`src/common/bubble_macros.svh`:
```
`ifndef BUBBLE_MACROS_SVH
`define BUBBLE_MACROS_SVH

// Phase counter landmarks
`define BD_START_PHASE     18   // Loaded on coil start
`define BD_LOOP_FIRST      20   // Loop target after a full rotation
`define BD_LOOP_LAST       139  // Last phase of a rotation
`define BD_STOP_JUMP_FROM  45   // Stop shortcut source
`define BD_STOP_JUMP_TO    166  // Stop shortcut target
`define BD_COIL_LAST       168  // End of run-down

// Data windows, one bit each
`define BD_WIN0_FIRST      24
`define BD_WIN0_LAST       33
`define BD_WIN1_FIRST      84
`define BD_WIN1_LAST       93

`define BD_POSCHG_FIRST    138  // Position change up to loop last
`define BD_REP_FIRST       141  // Replicator window
`define BD_REP_LAST        143

// Page geometry, two bits per position
`define BD_POSITIONS       64
`define BD_POS_W           6
`define BD_PAGE_BITS       (2 * `BD_POSITIONS)
`define BD_INDEX_W         7

// Stream credits
`define BD_CREDITS         4
`define BD_CREDIT_W        3

`endif

```
`src/common/bubblePkg.sv`:
```
package bubblePkg;

    // Coil sequencer states
    // IDLE   coil off, counter parked at zero
    // START  counter loaded, running up to the loop phase
    // SHIFT  full rotations, loop or stop decided at the last phase
    // STOP   run-down until the coil drops
    typedef enum logic [1:0]
    {
        IDLE  = 2'd0,
        START = 2'd1,
        SHIFT = 2'd2,
        STOP  = 2'd3
    } seqState_t;

    // Field phase counter value
    // 0 is idle, 18..168 is the coil-on range
    typedef logic [7:0] phase_t;

endpackage

```
`src/common/timingIf.sv`:
```
interface timingIf;
    import bubblePkg::*;

    phase_t phase;        // Raw counter value
    logic coilRun;        // Coil driven, 18..168
    logic positionChange; // 138..139
    logic repWindow;      // 141..143
    logic dataWindow;     // Either data window
    logic windowEnd;      // Last phase of a data window

    // Phase counter drives everything
    modport producer
    (
        output phase, coilRun, positionChange, repWindow, dataWindow, windowEnd
    );

    modport sequencer
    (
        input phase, coilRun
    );

    modport store
    (
        input windowEnd, positionChange, coilRun
    );

    modport stream
    (
        input windowEnd
    );

endinterface

```
`src/timing/coilSequencer.sv`:
```
`include "bubble_macros.svh"

module coilSequencer
(
    input  logic                clock12MHz,
    input  logic                rstN,
    input  logic                shiftEnable,
    input  logic                replicatorEnable,
    input  logic                bootloopEnable,
    input  logic                creditOk,
    timingIf.sequencer          tim,
    output logic                cmdStart,
    output logic                cmdStop,
    output logic                cmdLoop,
    output logic                bootloopSync,
    output logic                replicatorSync,
    output bubblePkg::seqState_t state
);
    import bubblePkg::*;

    logic [2:0] shiftPipe; // Three-flop synchronizers
    logic [2:0] repPipe;
    logic [2:0] bootPipe;
    logic       shiftSync;
    logic       rotationGo;
    seqState_t  nextState;

    always_ff @(posedge clock12MHz or negedge rstN)
    begin
        if (!rstN)
        begin
            shiftPipe <= '0;
            repPipe   <= '0;
            bootPipe  <= '0;
        end
        else
        begin
            shiftPipe <= {shiftPipe[1:0], shiftEnable};
            repPipe   <= {repPipe[1:0], replicatorEnable};
            bootPipe  <= {bootPipe[1:0], bootloopEnable};
        end
    end

    assign shiftSync      = shiftPipe[2]; // 3 cycles late
    assign replicatorSync = repPipe[2];
    assign bootloopSync   = bootPipe[2];

    // Host still wants shifting and two bits can be taken
    assign rotationGo = shiftSync && creditOk;

    always_comb
    begin
        nextState = state;
        cmdStart  = 1'b0;
        cmdStop   = 1'b0;
        cmdLoop   = 1'b0;
        case (state)
            IDLE:
                if (rotationGo && !tim.coilRun)
                begin
                    cmdStart  = 1'b1; // Counter loads 18 next cycle
                    nextState = START;
                end
            START:
                if (tim.phase == phase_t'(`BD_LOOP_FIRST - 1))
                    nextState = SHIFT; // In SHIFT from phase 20
            SHIFT:
                if (tim.phase == phase_t'(`BD_LOOP_LAST))
                begin
                    if (rotationGo)
                        cmdLoop = 1'b1; // Another rotation
                    else
                    begin
                        cmdStop   = 1'b1;
                        nextState = STOP;
                    end
                end
            STOP:
                if (tim.phase == phase_t'(`BD_COIL_LAST))
                    nextState = IDLE; // Counter wraps to 0 with us
            default:
                nextState = IDLE;
        endcase
    end

    always_ff @(posedge clock12MHz or negedge rstN)
    begin
        if (!rstN)
            state <= IDLE;
        else
            state <= nextState;
    end

    assert property (@(posedge clock12MHz) disable iff (!rstN) !(cmdStart && cmdStop));

    // Loop only from the last rotation phase
    assert property (@(posedge clock12MHz) disable iff (!rstN)
        cmdLoop |-> tim.phase == phase_t'(`BD_LOOP_LAST));

endmodule

```
`src/timing/phaseCounter.sv`:
```
`include "bubble_macros.svh"

module phaseCounter
(
    input  logic       clock12MHz,
    input  logic       rstN,
    input  logic       cmdStart,
    input  logic       cmdStop,
    input  logic       cmdLoop,
    timingIf.producer  tim
);
    import bubblePkg::*;

    phase_t phase;
    logic   stopping; // Stop taken, shortcut armed

    always_ff @(posedge clock12MHz or negedge rstN)
    begin
        if (!rstN)
        begin
            phase    <= '0;
            stopping <= 1'b0;
        end
        else if (cmdStart)
        begin
            phase    <= phase_t'(`BD_START_PHASE);
            stopping <= 1'b0;
        end
        else if (cmdLoop)
            phase <= phase_t'(`BD_LOOP_FIRST); // Next rotation
        else if (phase == '0)
            phase <= '0; // Parked
        else
        begin
            if (cmdStop)
                stopping <= 1'b1;
            if ((stopping || cmdStop) && phase == phase_t'(`BD_STOP_JUMP_FROM))
                phase <= phase_t'(`BD_STOP_JUMP_TO); // Skip to run-down
            else if (phase == phase_t'(`BD_COIL_LAST))
            begin
                phase    <= '0; // Coil off
                stopping <= 1'b0;
            end
            else
                phase <= phase + 1'b1;
        end
    end

    // Strobe decode, straight from the counter
    assign tim.phase   = phase;
    assign tim.coilRun = (phase >= phase_t'(`BD_START_PHASE))
                      && (phase <= phase_t'(`BD_COIL_LAST));
    assign tim.positionChange = (phase >= phase_t'(`BD_POSCHG_FIRST))
                             && (phase <= phase_t'(`BD_LOOP_LAST));
    assign tim.repWindow = (phase >= phase_t'(`BD_REP_FIRST))
                        && (phase <= phase_t'(`BD_REP_LAST));

    // Two data windows per rotation
    assign tim.dataWindow = ((phase >= phase_t'(`BD_WIN0_FIRST))
                             && (phase <= phase_t'(`BD_WIN0_LAST)))
                         || ((phase >= phase_t'(`BD_WIN1_FIRST))
                             && (phase <= phase_t'(`BD_WIN1_LAST)));
    assign tim.windowEnd = (phase == phase_t'(`BD_WIN0_LAST))
                        || (phase == phase_t'(`BD_WIN1_LAST)); // One cycle each

    // Counter stays inside the coil range
    assert property (@(posedge clock12MHz) disable iff (!rstN)
        phase <= phase_t'(`BD_COIL_LAST));

endmodule

```
`src/hdl/pageStore.sv`:
```
`include "bubble_macros.svh"

module pageStore
(
    input  logic                   clock12MHz,
    input  logic                   rstN,
    input  logic                   loadValid,
    input  logic                   loadPage,
    input  logic [`BD_INDEX_W-1:0] loadIndex,
    input  logic                   loadData,
    input  logic                   pageSelect, // 1 selects bootloop page
    timingIf.store                 tim,
    output logic                   bitOut
);

    logic [`BD_PAGE_BITS-1:0] pageMem [2]; // Program page, bootloop page
    logic [`BD_POS_W-1:0]     position;
    logic                     posChangeD; // Edge detect on positionChange
    logic                     windowIdx;  // 0 first window, 1 second

    // Host load only while the coil is off
    always_ff @(posedge clock12MHz)
    begin
        if (loadValid && !tim.coilRun)
            pageMem[loadPage][loadIndex] <= loadData;
    end

    always_ff @(posedge clock12MHz or negedge rstN)
    begin
        if (!rstN)
        begin
            position   <= '0;
            posChangeD <= 1'b0;
            windowIdx  <= 1'b0;
        end
        else
        begin
            posChangeD <= tim.positionChange;
            if (!tim.coilRun)
            begin
                position  <= '0; // Coil off loses position
                windowIdx <= 1'b0;
            end
            else
            begin
                if (tim.positionChange && !posChangeD)
                    position <= position + 1'b1; // Wraps 63 to 0
                if (tim.positionChange)
                    windowIdx <= 1'b0;
                else if (tim.windowEnd)
                    windowIdx <= ~windowIdx;
            end
        end
    end

    assign bitOut = pageMem[pageSelect][{position, windowIdx}];

    assert property (@(posedge clock12MHz) disable iff (!rstN) loadValid |-> !tim.coilRun);

endmodule

```
`src/hdl/bitStreamer.sv`:
```
`include "bubble_macros.svh"

module bitStreamer
(
    input  logic     clock12MHz,
    input  logic     rstN,
    input  logic     bitIn,
    input  logic     creditReturn, // One credit per pulse
    timingIf.stream  tim,
    output logic     bitValid,
    output logic     bitData,
    output logic     creditOk
);

    logic [`BD_CREDIT_W-1:0] creditCount;

    always_ff @(posedge clock12MHz or negedge rstN)
    begin
        if (!rstN)
            bitValid <= 1'b0;
        else
            bitValid <= tim.windowEnd; // Cycle after window end
    end

    always_ff @(posedge clock12MHz)
    begin
        if (tim.windowEnd)
            bitData <= bitIn;
    end

    always_ff @(posedge clock12MHz or negedge rstN)
    begin
        if (!rstN)
            creditCount <= `BD_CREDIT_W'(`BD_CREDITS); // Full at reset
        else
        begin
            case ({bitValid, creditReturn})
                2'b10:
                    creditCount <= creditCount - 1'b1;
                2'b01:
                    if (creditCount < `BD_CREDIT_W'(`BD_CREDITS))
                        creditCount <= creditCount + 1'b1; // Saturate
                default:
                    creditCount <= creditCount; // Spend and return cancel
            endcase
        end
    end

    // Enough for a whole rotation
    assign creditOk = creditCount >= `BD_CREDIT_W'(2);

    // Wrap below zero would show up above the maximum
    assert property (@(posedge clock12MHz) disable iff (!rstN)
        creditCount <= `BD_CREDIT_W'(`BD_CREDITS));

    // Sequencer gating must leave a credit for every window
    assert property (@(posedge clock12MHz) disable iff (!rstN)
        bitValid |-> creditCount != '0);

endmodule

```
`src/hdl/bubbleDrive.sv`:
```
`include "bubble_macros.svh"

module bubbleDrive
(
    input  logic                   clock12MHz,
    input  logic                   rstN,
    input  logic                   shiftEnable,
    input  logic                   replicatorEnable,
    input  logic                   bootloopEnable,
    input  logic                   loadValid,
    input  logic                   loadPage,
    input  logic [`BD_INDEX_W-1:0] loadIndex,
    input  logic                   loadData,
    input  logic                   creditReturn,
    output logic                   bitValid,
    output logic                   bitData,
    output logic                   bubbleAccess,
    output logic                   positionChange,
    output logic                   positionLatch,
    output logic                   pageSelectOut
);
    import bubblePkg::*;

    logic      cmdStart;
    logic      cmdStop;
    logic      cmdLoop;
    logic      creditOk;
    logic      bootloopSync;
    logic      replicatorSync;
    logic      storeBit; // Selected page bit
    seqState_t seqState;

    timingIf timBus ();

    coilSequencer coilSequencer_inst
    (
        .clock12MHz       (clock12MHz),
        .rstN             (rstN),
        .shiftEnable      (shiftEnable),
        .replicatorEnable (replicatorEnable),
        .bootloopEnable   (bootloopEnable),
        .creditOk         (creditOk),
        .tim              (timBus.sequencer),
        .cmdStart         (cmdStart),
        .cmdStop          (cmdStop),
        .cmdLoop          (cmdLoop),
        .bootloopSync     (bootloopSync),
        .replicatorSync   (replicatorSync),
        .state            (seqState)
    );

    phaseCounter phaseCounter_inst
    (
        .clock12MHz (clock12MHz),
        .rstN       (rstN),
        .cmdStart   (cmdStart),
        .cmdStop    (cmdStop),
        .cmdLoop    (cmdLoop),
        .tim        (timBus.producer)
    );

    pageStore pageStore_inst
    (
        .clock12MHz (clock12MHz),
        .rstN       (rstN),
        .loadValid  (loadValid),
        .loadPage   (loadPage),
        .loadIndex  (loadIndex),
        .loadData   (loadData),
        .pageSelect (bootloopSync),
        .tim        (timBus.store),
        .bitOut     (storeBit)
    );

    bitStreamer bitStreamer_inst
    (
        .clock12MHz   (clock12MHz),
        .rstN         (rstN),
        .bitIn        (storeBit),
        .creditReturn (creditReturn),
        .tim          (timBus.stream),
        .bitValid     (bitValid),
        .bitData      (bitData),
        .creditOk     (creditOk)
    );

    assign bubbleAccess   = timBus.coilRun;
    assign positionChange = timBus.positionChange;
    assign positionLatch  = bootloopSync & replicatorSync & timBus.repWindow; // Replicator latch
    assign pageSelectOut  = bootloopSync;

    // Sequencer and counter agree on when the coil is off
    assert property (@(posedge clock12MHz) disable iff (!rstN)
        (seqState == IDLE) == !timBus.coilRun);

endmodule

```
`config.mk`:
```
export PLATFORM = sky130hd
export DESIGN_NAME = bubbleDrive
export DESIGN_NICKNAME = d
export VERILOG_FILES = /design/src/common/bubblePkg.sv /design/src/common/timingIf.sv /design/src/timing/coilSequencer.sv /design/src/timing/phaseCounter.sv /design/src/hdl/pageStore.sv /design/src/hdl/bitStreamer.sv /design/src/hdl/bubbleDrive.sv
export VERILOG_INCLUDE_DIRS = /design/src /design/src/common
export SDC_FILE = /design/constraint.sdc
export NUM_CORES = 1
export LEC_CHECK = 0
export ABC_AREA = 1
export BUFFER_PORTS_ARGS = -buffer_cell sky130_fd_sc_hd__buf_4
export CAP_MARGIN = 10
export CORE_ASPECT_RATIO = 0.8
export CORE_MARGIN = 2
export CORE_UTILIZATION = 55
export DETAILED_ROUTE_END_ITERATION = 16
export PLACE_DENSITY = 0.73
export SYNTH_ARGS = -nofsm -noshare
export SYNTH_HDL_FRONTEND = slang
export SYNTH_SLANG_ARGS = --single-unit
```
`constraint.sdc`:
```
create_clock -name clock12MHz -period 5.17 [get_ports clock12MHz]
set_input_delay 1.034 -clock clock12MHz [delete_from_list [all_inputs] [get_ports clock12MHz]]
set_output_delay 1.034 -clock clock12MHz [all_outputs]
set_load 0.005 [all_outputs]
```
[Word-level counts from Yosys, hierarchy flattened]
Memory sizes are Yosys's and may differ from the RTL's.
Cells that the tools add are included.
W data, S select, Z words.
Cells by class
  $add $sub $neg: 4
  order comparisons: 11
  equality and inequality tests: 21
  muxes and demuxes: 38
  bitwise logic cells: 3
  reduce and logical (&&, ||, !) cells: 19
Operator list (count)
  $mux W128: 1
  $mux W8: 5
  $le A8 B8 Y1 const B: 3
  $mux W1: 20
  $eq A8 B6 Y1 const B: 2
  $eq A8 B8 Y1 const B: 2
  $ge A8 B8 Y1 const B: 2
  $lt A7 B8 Y1 const B: 2
  $mux W6: 2
  $mux W2: 5
  $ne A2 B1 Y1 const B: 5
  $logic_and A1 B1 Y1: 9
  $add A8 B1 Y8 const B: 1
  $eq A8 B5 Y1 const B: 1
  $eq A8 B7 Y1 const B: 1
  $ge A8 B5 Y1 const B: 1
  $logic_not A8 Y1: 1
  $ne A2 B2 Y1 const B: 4
  $pmux W2 S4: 1
  $bmux W1 S7: 1
  $demux W1 S7: 1
  $ge A7 B1 Y1 const B: 1
  $add A6 B1 Y6 const B: 1
  $eq A2 B2 Y1 const B: 3
  16 further kinds: 21
Word-level totals
  register bits: 33
  bits in writable memories: 256
  bits of input ports: 16
  output and inout port bits: 6
  word-level logic and storage cells: 109
  memories kept: 1
Memory list
  pageStore_inst.pageMem: depth 2, width 128, rd ports 1, clocked after Yosys merged registers in 0, write ports 1, line pageStore.sv:16  | logic [`BD_PAGE_BITS-1:0] pageMem [2];

[Longest topological paths before layout]
Gate-level depths: netlist (run 1).
  word-level depth: 11
  gate-level depth with buffers: 13
  mapped depth without buffers: 11

[Cells and area by module]
Synthesis (run 1) repeated with hierarchy kept, for this count alone.
Second synthesis, totals
  cells, all modules: 1559
  area, all modules: 14605.3 µm²
Modules (own cells, without submodules)
  pageStore: instances 1, cells an instance 1338, area an instance 12978.7 µm², seq. area each 7887.6 µm²
  phaseCounter: instances 1, cells an instance 122, area an instance 804.5 µm², seq. area each 225.2 µm²
  coilSequencer: instances 1, cells an instance 66, area an instance 555.5 µm², seq. area each 275.3 µm²
  bitStreamer: instances 1, cells an instance 30, area an instance 252.7 µm², seq. area each 131.4 µm²
  bubbleDrive: instances 1, cells an instance 3, area an instance 13.8 µm², seq. area each 0.0 µm²

[Worst setup path after synthesis (run 1)]
Ideal clock, no wire load.
  path kind: register to output
  start point: register coilSequencer_inst.bootPipe[2]
  end point: output positionLatch
  arrival time: 1.263 ns
  required time: 4.136 ns
  path slack: 2.873 ns
  stages on the path, launching flop included: 5
  buffers on the path: 2
  cells stage by stage: dfrtp_1 -> clkbuf_1 -> clkbuf_1 -> nand3_1 -> a211oi_1
Between the ends
  cells in the longest elaborated chain, start to end: 2
RTL lines
  from (decl): line coilSequencer.sv:23  | logic [2:0] bootPipe;
  from (signal assigned): line coilSequencer.sv:40  | bootPipe <= {bootPipe[1:0], bootloopEnable};
  $and A1 B1 Y1 (2 in series): line bubbleDrive.sv:89  | assign positionLatch = bootloopSync & replicatorSync & timBus.repWindow;
  to (decl): line bubbleDrive.sv:19  | output logic positionLatch,
Every way passes these cells.

[Worst setup path after layout (run 1)]
Ends and elaborated chain as after synthesis.

==> impl_metrics.csv, run 1 <==
group,metric,value,unit
status,status,"completed",
sta,post-route-period-util,72.1,%
synthesis,synthTopCellsByArea,"edfxtp_1, nand2_1, nand3_1",
final_layout,nNetsFinal,1507,
power,p_per_area,364,mW/mm²
final_layout,syn2layout_area_growth,8.71,%
synthesis,synth_cells,1499,
die,dieWidth,181,µm
synthesis,ys_ff_latch,289,
synthesis,syn_area,0.0138,mm²
sta,slew-limit-headroom,21.0,%
cts,clockRootBuffer,"clkbuf_16",
synthesis,ys_warn_count,0,
final_layout,layout_commonest_cell,"nand2_1",
cts,cts_resized,0,
detailed_routing,ant_nets,0,
hold_path,min_path_type,"flip-flop to flip-flop",
worst_setup_path,path_cells,"buf_4 -> nand3_1 -> a211oi_1 -> buf_4",
placement,finalWeightedCongestion,0.895,
worst_setup_path,startpoint_type,"flip-flop",
grt,grt_pass1_vias,9971,
final_layout,diodes,0,
placement,numPortBuffers,21,
die,std_cell_rows,51,
synthesis,synth_top_area_share,56.1,%
hold_path,min-delay-start,"coilSequencer_inst.repPipe[1]",
synthesis,synth_fp_nets,1525,
sta,finalSetupViolCount,0,
power,vdd_drop_max,0.000232,V
grt,grt_start_max_net_pins,142,
cts,tritoncts,"built",
sta,period_minus_slack,3730,ps
die,io_pins,22,
synthesis,syn-mean-instance-area,9.18,µm²
grt,antenna_found_initial,0,
cts,cts_buffer_depth,3,
synthesis,synth_cell_type_count,37,
sta,clock_skew,8.51,ps
grt,grt_usage,25.4,%
detailed_routing,drc,0,
grt,grt_pass1_wl,53.1,mm
placement,post_dp_cell_area,0.0141,mm²
worst_setup_path,crit_fanout,85,
final_layout,drive_gt1_share,6.72,%
die,core,0.0244,mm²
cts,cts_inserted_buffers,29,
cts,htree_levels,1,
synthesis,yosys.area.top_type,"edfxtp_1",
detailed_routing,wl,33.3,mm
detailed_routing,num_vias,10500,
worst_setup_path,cp.arrival,2690,ps
final_layout,most-common-layout-cells,"nand2_1, nor2_1, edfxtp_1, nand3_1",
sta,fmax,268,MHz
job,drv_cap,0,
worst_setup_path,cp_common_cell,"buf_4",
cts,cts_sinks,289,
sta,hold_viol_final,0,
detailed_routing,wire_per_inst,18.3,µm
sta,tightest_slew,1180,ps
detailed_routing,vias_per_cell,5.76,
die,dieArea,0.0263,mm²
sta,maxSlewViolCount,0,
grt,overflow,0,
cts,clock_latency,550,ps
synthesis,yosysSeqAreaShare,61.9,%
cts,cts_hold_buf,0,
worst_setup_path,crit_required,4140,ps
worst_setup_path,endpoint_kind,"output pin",
placement,place_hpwl,18.1,mm
worst_setup_path,r2r_start,"coilSequencer_inst.bootPipe[2]",
detailed_routing,drt_iter0_drc,1306,
worst_setup_path,crit_path_max_incr_delay,820,ps
die,initial_core_util,56.3,%
worst_setup_path,crit_path_top_delay_cell,"buf_4",
cts,clkTransAtPathRegs,60,ps
worst_setup_path,path_class,"flip-flop to output pin",
detailed_routing,first_pass_iters,6,
final_layout,final_design_area_no_fill,0.0150,mm²
cts,cts_setup_buffers,0,
power,leakagePower,5.65,nW
sta,rsz0062_at_grt,"false",
worst_setup_path,critPathLaunch,"coilSequencer_inst.bootPipe[2]",
sta,fin_tns_setup,0,ps
die,fp.dieH,145,µm
[layer usage]
metal  global-route usage, %  part of all wire, %  wire length [µm]  up-vias
li1                        -                    -                 -     4982
met1                    35.7                   41             13700     4962
met2                    41.5                   47             15600      481
met3                    4.10                  9.7              3240       63
met4                    6.94                  2.3               755        0
met5                       0                    0                 0        -
[critical path, delay by kind of cell (launching register included)]
| family | cells | cell delay [ps] |
|---|---|---|
| compound gates | 1 | 230 |
| buf+inv | 2 | 970 |
| flops | 1 | 760 |
| simple gates | 1 | 180 |
[registers in the layout, indices dropped and copies added, names as in the netlist]
signal,count
phaseCounter_inst.tim.phase,8
phaseCounter_inst.stopping,1
bitStreamer_inst.bitData,1
pageStore_inst.posChangeD,1
bitStreamer_inst.creditCount,3
pageStore_inst.pageMem,256
coilSequencer_inst.shiftPipe,3
pageStore_inst.position,6
coilSequencer_inst.bootPipe,3
coilSequencer_inst.repPipe,3
pageStore_inst.windowIdx,1
bitStreamer_inst.bitValid,1
coilSequencer_inst.state,2
[layout make-up]
type / count / area [µm²]
Fill cell: 2057 / 9480
Sequential cell: 289 / 8520
Multi-Input combinational cell: 1073 / 4690
Clock buffer: 46 / 810
Tap cell: 318 / 398
Timing Repair Buffer: 40 / 304
Inverter: 48 / 184
Clock inverter: 8 / 47.5
[where the power goes]
group | switching (mW) | total, mW | internal [mW]
logic | 0.612 | 0.857 | 0.245
registers | 0.0642 | 2.66 | 2.60
clock network | 0.861 | 1.93 | 1.07
[worst paths after layout]
kind | endpoint | slack [ps] | depth (start not counted)
min in group asynchronous | coilSequencer_inst.shiftPipe[1] | 420 | 1
setup reg to reg | bitStreamer_inst.bitData | 1840 | 12
hold / removal | coilSequencer_inst.repPipe[2] | 340 | 0
max in group asynchronous | coilSequencer_inst.bootPipe[2] | 4420 | 1
setup / recovery | positionLatch | 1440 | 4
hold reg to reg | coilSequencer_inst.repPipe[2] | 340 | 0
[kinds of logic (layout without fill, tap and decap cells)]
group,Yosys count,count (layout),synth area share [%]
compound gates,34,34,1.39
xor+xnor,6,6,0.382
fa+ha+maj,10,10,0.964
buf+inv,137,142,3.99
flops,289,289,61.9
mux,1,1,0.0818
simple gates,1022,1022,31.3
[Yosys cell counts, drive strengths merged]
| library cell | number |
|---|---|
| nand4 | 6 |
| a31o | 1 |
| o22ai | 2 |
| and3 | 2 |
| nand2 | 443 |
| dfstp | 1 |
| dfrtp | 31 |
| edfxtp | 257 |
| clkbuf | 72 |
| a21oi | 6 |
| o21ai | 19 |
| inv | 45 |
| a211oi | 2 |
| ha | 9 |
| mux2 | 1 |
| o31ai | 1 |
| nand3b | 2 |
| nor2 | 304 |
| nand3 | 252 |
| buf | 17 |
| nor3 | 9 |
| fa | 1 |
| nor4 | 4 |
| xor2 | 6 |
| clkinv | 3 |
| a31oi | 1 |
| a32oi | 1 |
| o211ai | 1 |
[stage by stage]
stage | hold WS, ps | setup WS (ps) | power, mW | util (%) | cells
6_report | 339 | 1440 | 5.45 | 61.2 | 1822
3_5_place_dp | 336 | 1920 | 3.55 | 57.7 | 1768
5_1_grt | 354 | 1200 | 5.68 | 61.2 | 1822
3_3_place_gp | 334 | 1970 | 3.54 | 57.7 | 1768
2_1_floorplan | 331 | 2870 | 3.28 | - | 1499
4_1_cts | 349 | 1380 | 5.47 | 61.2 | 1822
No activity file was read; power rests on OpenSTA's default activity.
==> inputs of run 2 (changes only) <==
==> constraint.sdc (replaced) <==
create_clock -name clock12MHz -period 3.8 [get_ports clock12MHz]
set_input_delay 0.76 -clock clock12MHz [delete_from_list [all_inputs] [get_ports clock12MHz]]
set_output_delay 0.76 -clock clock12MHz [all_outputs]
set_load 0.005 [all_outputs]
==> run 2 against run 1 <==
Compared with the run above: wire length fell by 0.46%; cell count grew 0.16%; clock skew up 0.93 ps; highest routed layer unchanged; die area did not move; power rose by 40%; non-clock buffer count up 4; clock power is 47% higher; sequential power increased by 36%; critical path type unchanged; worst hold slack got worse by 190 ps; via count up 0.58%.
==> impl_metrics.csv, run 2 (same netlist as run 1, synthesis figures left out) <==
group,metric,value,unit
status,status,"completed",
sta,setup_ws,935,ps
detailed_routing,num_vias,10500,
die,core,0.0244,mm²
hold_path,min_path_type,"input port to async pin",
sta,tightest_slew,925,ps
worst_setup_path,path_class,"flip-flop to output pin",
sta,post-route-period-util,75.4,%
detailed_routing,vias_per_cell,5.78,
die,fp.dieH,145,µm
cts,clkTransAtPathRegs,60,ps
final_layout,largest_reg_flops,256,
cts,cts_sinks,289,
worst_setup_path,cp.arrival,2100,ps
grt,antenna_found_initial,0,
grt,grt_pass1_wl,52.8,mm
cts,cts_inserted_buffers,29,
final_layout,layout_commonest_cell,"nand2_1",
job,drv_cap,0,
detailed_routing,wl,33.2,mm
cts,clock_latency,550,ps
final_layout,most-common-layout-cells,"nand2_1, nor2_1, edfxtp_1, nand3_1, inv_1",
placement,dp_slack,1190,ps
sta,maxSlewViolCount,0,
cts,cts_setup_buffers,0,
final_layout,fillers,2025,
sta,period_minus_slack,2860,ps
detailed_routing,first_pass_iters,5,
detailed_routing,wirelength_met1,14.1,mm
final_layout,reg.largest.list,"pageStore_inst.pageMem: 256 flops, phaseCounter_inst.tim.phase: 8 flops, pageStore_inst.position: 6 flops",
worst_setup_path,r2r_cells,9,
detailed_routing,drt_iter0_drc,1097,
sta,finalSetupViolCount,0,
worst_setup_path,endpoint_kind,"output pin",
final_layout,final-seq-area,0.00852,mm²
sta,fin_tns_setup,0,ps
die,std_cell_rows,51,
cts,tritoncts,"built",
detailed_routing,wire_per_inst,18.2,µm
cts,htree_levels,1,
worst_setup_path,crit_required,3040,ps
final_layout,syn2layout_area_growth,10.2,%
power,leakagePower,5.74,nW
final_layout,multi_input_area,0.00469,mm²
detailed_routing,dr_wl_met3,2.87,mm
detailed_routing,route.met2.wl,15.5,mm
power,p_per_area,504,mW/mm²
detailed_routing,top_layer_used,"met4",
grt,grt_pass1_vias,10000,
worst_setup_path,r2r_start,"phaseCounter_inst.tim.phase[3]",
placement,finalWeightedCongestion,0.902,
cts,cts_buffer_depth,3,
power,total_power,7.64,mW
final_layout,drive_gt1_share,6.90,%
cts,clockRootBuffer,"clkbuf_16",
worst_setup_path,startpoint_type,"flip-flop",
final_layout,largest-register,"pageStore_inst.pageMem",
placement,numPortBuffers,21,
die,dieWidth,181,µm
die,dieArea,0.0263,mm²
final_layout,final_util,62.0,%
grt,grt_start_max_net_pins,131,
die,initial_core_util,56.3,%
grt,overflow,0,
sta,fmax,349,MHz
worst_setup_path,crit_fanout,8,
final_layout,diodes,0,
sta,rsz0062_at_grt,"false",
power,vdd_drop_max,0.000399,V
worst_setup_path,critPathLaunch,"phaseCounter_inst.tim.phase[4]",
cts,cts_hold_buf,0,
detailed_routing,drc,0,
die,io_pins,22,
final_layout,nNetsFinal,1511,
cts,cts_resized,0,
sta,hold_ws,150,ps
detailed_routing,ant_nets,0,
placement,place_hpwl,18.6,mm
sta,clock_skew,9.44,ps
sta,slew-limit-headroom,38.3,%
grt,grt_usage,25.1,%
sta,hold_viol_final,0,
[run 2: cell type report]
cell class,instances,share of cell area [%]
Multi-Input combinational cell,1073,31.0
Sequential cell,289,56.2
Clock buffer,40,5.33
Timing Repair Buffer,44,2.78
Inverter,48,1.21
Tap cell,318,2.62
Clock inverter,13,0.867
[run 2: worst max-delay path, stage by stage (launching register included)]
cell and delay [ps]:
dfrtp_1 470, nor2_1 230, nand2_1 160, nor3_2 200, inv_1 80, nand2_1 70, nand2_1 100, inv_1 120
buf_4 120
[run 2: worst paths after layout]
path                                                    to  slack (ps)
max                                         positionChange         940
min                        bitStreamer_inst.creditCount[1]         150
max reg2reg                  pageStore_inst.pageMem[1][35]        1100
min reg2reg                  coilSequencer_inst.repPipe[2]         340
max in group asynchronous   coilSequencer_inst.bootPipe[2]        3320
min in group clock12MHz    coilSequencer_inst.shiftPipe[0]         320
[run 2: through the flow]
step | cell area (µm²) | instances
2_1_floorplan | 13800 | 1499
3_3_place_gp | 14200 | 1772
3_5_place_dp | 14200 | 1772
4_1_cts | 15200 | 1825
5_1_grt | 15200 | 1825
6_report | 15200 | 1825
[run 2: power breakdown]
group          internal, mW  switching, mW  leakage [nW]  total, mW
clock network          1.68           1.16         0.459       2.84
registers              3.53         0.0823          2.71       3.61
logic                 0.350          0.842          2.57       1.19
total                  5.56           2.08          5.74       7.64
[run 2: routing by layer]
| layer | vias to the layer above | track usage [%] |
|---|---|---|
| li1 | 4993 | - |
| met1 | 5065 | 35.5 |
| met2 | 427 | 40.1 |
| met3 | 64 | 4.93 |
| met4 | 0 | 6.85 |
| met5 | - | 0 |
